<file path="src/tape_pkg.sv">
//============================================================================
// Tape package: tape store geometry, host download record and the
// capture and store structures of the fast-load path
//============================================================================

package tape_pkg;

	// Tape store geometry
	localparam int tape_depth = 16384;
	localparam int tape_aw    = 14;

	typedef logic [tape_aw-1:0] tape_addr_t;

	// Host download record, one byte per wr strobe
	typedef struct packed {
		logic        wr;     // Byte strobe
		logic        active; // High for the whole download
		logic [7:0]  index;  // Menu slot and file type
		logic [24:0] addr;   // Byte offset in the file
		logic [7:0]  data;
	} tape_dl_t;

	// Write port of the tape store
	typedef struct packed {
		logic       en;
		tape_addr_t addr;
		logic [7:0] data;
	} tape_wr_t;

	// Image description, valid once the download has ended
	typedef struct packed {
		tape_addr_t size; // Byte count, zero when empty
		logic       is_p; // .p image, else .o
	} tape_info_t;

endpackage

</file>
<file path="src/tape_capture.sv">
//============================================================================
// Tape capture: filters host downloads down to tape images, forwards the
// bytes to the tape store and records size and format at the end
//============================================================================
`timescale 1ns/100ps

module tape_capture (
	input  logic                  clk_sys,
	input  logic                  reset,
	input  tape_pkg::tape_dl_t    dl,
	output tape_pkg::tape_wr_t    tape_wr,
	output tape_pkg::tape_info_t  info,
	output logic                  tape_ready
);
	import tape_pkg::*;

	logic       is_tape;
	logic       active_q;
	logic       wr_en;
	tape_addr_t wr_addr;
	logic [7:0] wr_data;
	tape_addr_t size;
	logic       is_p;

	// Tape slots have a nonzero slot number and bits 7 and 5 clear
	assign is_tape = (dl.index[4:0] != 5'd0) && !dl.index[7] && !dl.index[5];

	always_ff @(posedge clk_sys) begin
		if (reset) begin
			wr_en    <= 1'b0;
			active_q <= 1'b0;
			size     <= '0;
		end else begin
			wr_en    <= dl.wr && is_tape;
			active_q <= dl.active;
			if (is_tape && active_q && !dl.active)
				size <= dl.addr[tape_aw-1:0]; // Byte count of the finished file
		end
	end

	always_ff @(posedge clk_sys) begin
		wr_addr <= dl.addr[tape_aw-1:0];
		wr_data <= dl.data;
		if (is_tape && active_q && !dl.active)
			is_p <= dl.index[6];
	end

	assign tape_wr    = '{en: wr_en, addr: wr_addr, data: wr_data};
	assign info       = '{size: size, is_p: is_p};
	assign tape_ready = (size != '0);

	// Image must fit the store, larger files would wrap over the start
	a_tape_fits: assert property (@(posedge clk_sys) disable iff (reset)
		(dl.wr && is_tape) |-> (dl.addr < tape_depth));

endmodule

</file>
<file path="config.mk">
export PLATFORM = sky130hd
export DESIGN_NAME = tape_capture
export DESIGN_NICKNAME = d
export VERILOG_FILES = /design/src/tape_pkg.sv /design/src/tape_capture.sv
export SDC_FILE = /design/constraint.sdc
export NUM_CORES = 1
export LEC_CHECK = 0
export BUFFER_PORTS_ARGS = -buffer_cell sky130_fd_sc_hd__buf_2
export CORE_UTILIZATION = 43
export CTS_CLUSTER_DIAMETER = 150
export DETAILED_ROUTE_END_ITERATION = 8
export PLACE_DENSITY_LB_ADDON = 0.12
export SLEW_MARGIN = 25
export SYNTH_ARGS = -nofsm -noshare
export SYNTH_HDL_FRONTEND = slang
export SYNTH_SLANG_ARGS = --single-unit
</file>
<file path="constraint.sdc">
create_clock -name clk_sys -period 4.6 [get_ports clk_sys]
set_clock_uncertainty 0.1 [all_clocks]
set_input_delay 0.46 -clock clk_sys [delete_from_list [all_inputs] [get_ports clk_sys]]
set_output_delay 0.46 -clock clk_sys [all_outputs]
set_load 0.005 [all_outputs]
</file>
==> run_results.csv <==
group,metric,value,unit
synth,synth-adder-area-share,0,
clocking,ctsResizeCount,0,
synth,syn_area_per_cell,12.8,µm²
grt,track_usage,0.150,
synth,synth_seq_cells,39,
floorplan,core_area,2780,µm²
power_and_ir_drop,p_total,0.636,mW
synth,synth_cells,99,
sta,tns,0,ps
clocking,cts_tree,"done",
synth,syn_nets,144,
clocking,insertion_delay,330,ps
synth,synth_simple_gate_area_frac,0.210,
routing,dr_wl_met2,1120,µm
routing,ant_nets,0,
grt,antenna_found_initial,0,
clocking,cts-buffers-inserted,5,
cells_and_area,drive_gt1_frac,0.480,
sta,holdWs,114,ps
run,max_cap_viol_count,0,
synth,syn_area,1260,µm²
routing,dr.max_layer_used,"met4",
setup_path,cp.arrival,1310,ps
sta,rsz0062_at_grt,"no",
routing,wl_met1,906,µm
floorplan,die_h,56.2,µm
sta,tightest_slew,634,ps
routing,vias,933,
cells_and_area,nFillCells,243,
routing,drtIter0Drc,10,
clocking,hold_buffers,0,
routing,wl_per_cell,11.0,µm
sta,finalSetupViolCount,0,
setup_path,crit_family,"simple AND/OR/NAND/NOR gates",
routing,viasPerCell,4.57,
power_and_ir_drop,vdd_drop_max,0.336,mV
cells_and_area,diodes,0,
grt,grt_pass1_wl,3550,µm
clocking,cts_max_level,2,
grt,grt_pass1_vias,828,
cells_and_area,syn_to_final_growth,34.8,%
clocking,cts_sinks,39,
synth,synth_top_family_by_area,"simple AND/OR/NAND/NOR gates",
synth,yosysUniqueCellTypes,17,
synth,yosysWarnings,0,
power_and_ir_drop,pwr_density_cell,373,nW/µm²
power_and_ir_drop,leakage,0.797,nW
synth,muxShareOfSynthArea,0.111,
routing,drtPass1Iterations,4,
synth,netlist.area_leader.share,0.602,
sta,layout_setup_ws,2730,ps
clocking,cts_setup_buffers,0,
place,io_buffers,72,
grt,grt_max_degree,31,
place,gp_congestion,0.622,
setup_path,required,4040,ps
synth,synth_compound_area_frac,0.0168,
place,dp_hpwl,1630,µm
synth,synth_top_area_cell,"dfxtp_1",
place,dp_slack,2480,ps
setup_path,crit_fanout,3,
synth,synth_area_leaders,"dfxtp_1, mux2i_1, nand2b_1, or2b_1, edfxtp_1",
sta,fmax,536,MHz
setup_path,start_kind,"flip-flop",
setup_path,critical-path-slowest-cell,"dfxtp_1",
setup_path,cp_num_buf_inv,1,
synth,synth_xor_area_frac,0,
clocking,clk_pin_slew_worst_paths,110,ps
cells_and_area,nets,217,
clocking,clk_path_buf_depth,2,
grt,grt_overflow,0,
clocking,cts-root-buf,"clkbuf_4",
sta,post-route-period-util,0.406,
sta,min_period,1870,ps
cells_and_area,postLayoutCoreUtil,0.612,
sta,drv_slew,0,
worst_hold_path,hold_class,"in2reg",
setup_path,path_class,"reg2out",
floorplan,die_x,56.2,µm
synth,ys_seq_area_frac,0.626,
floorplan,die_area,3160,µm²
setup_path,path_cells,"nor4_1 > nand4_1 > buf_2",
floorplan,initial_core_util,0.454,
setup_path,slowest_delay,350,ps
floorplan,num_io_pins,84,
routing,route.detailed.drc,0,
setup_path,critPathCaptureType,"output port",
routing,wirelength,2240,µm
routing,wl_met3,189,µm
sta,slew_headroom,0.576,
sta,hold_viol,0,
run_status,status,"finished clean",
floorplan,num_rows,19,
-- state kept, by name, summed over array words and instances (netlist names) --
name,count
size,14
wr_addr,14
wr_data,8
active_q,1
is_p,1
wr_en,1
-- routing by layer --
layer	vias up	global-route usage
met5	-	0
met4	0	0.0627
met3	4	0.0674
met2	46	0.250
met1	412	0.164
li1	471	-
-- synth_stat cells --
master / instances
dfxtp_1: 38
nand2b_1: 19
mux2i_1: 14
or2b_1: 9
clkbuf_1: 3
nor4_1: 3
buf_4: 2
nor2_1: 2
a21oi_1: 1
a21oi_4: 1
buf_12: 1
edfxtp_1: 1
nand4_1: 1
nor2b_1: 1
nor3_4: 1
or4b_1: 1
or4b_4: 1
-- cell families (layout without fill, tap and decap cells) --
| logic type | Yosys count | in the layout |
|---|---|---|
| AOI/OAI and AO/OA | 2 | 2 |
| buffers and inverters | 6 | 80 |
| DFF | 39 | 39 |
| muxes | 14 | 14 |
| and+or+nand+nor | 38 | 38 |
-- final cells by class --
| class | instances | area (µm²) | area share |
|---|---|---|---|
| Clock buffer | 6 | 51.3 | 0.0301 |
| Multi-Input combinational cell | 54 | 427 | 0.251 |
| Tap cell | 31 | 38.8 | 0.0228 |
| Timing Repair Buffer | 72 | 360 | 0.212 |
| Sequential cell | 39 | 791 | 0.464 |
| Clock inverter | 2 | 35.0 | 0.0206 |
-- cell usage in the layout, fill, tap and decap left out, drive strengths merged --
cell and n:
nor2 2, nand4 1, nor3 1, nor4 3
nand2b 19, buf 72, or2b 9, or4b 2
clkbuf 6, nor2b 1, a21oi 2, edfxtp 1
bufinv 1, clkinv 1, mux2i 14, dfxtp 38
-- final timing paths --
path / from / end / slack (ps) / cells after the start
worst max-delay path: size[8]$_SDFFE_PP0P_ / tape_ready / 2730 / 3
worst min register to register: size[2]$_SDFFE_PP0P_ / size[2]$_SDFFE_PP0P_ / 400 / 2
worst min-delay path: dl[6] / wr_data[6]$_DFF_P_ / 110 / 1
worst max register to register: active_q$_SDFF_PP0_ / is_p$_DFFE_PP_ / 2860 / 2
-- report_power, final --
| group | total (mW) | switching [mW] | internal [mW] |
|---|---|---|---|
| Clock | 0.236 | 0.107 | 0.128 |
| Sequential | 0.355 | 0.00333 | 0.351 |
| Combinational | 0.0453 | 0.0192 | 0.0261 |
| Total | 0.636 | 0.130 | 0.506 |
-- through the flow --
| stage | area, µm² | std cells |
|---|---|---|
| after floorplan | 1260 | 99 |
| after global placement | 1620 | 196 |
| after detailed placement | 1620 | 196 |
| after CTS | 1700 | 204 |
| after global routing | 1700 | 204 |
| final | 1700 | 204 |
No activity file was read; power rests on OpenSTA's default activity.
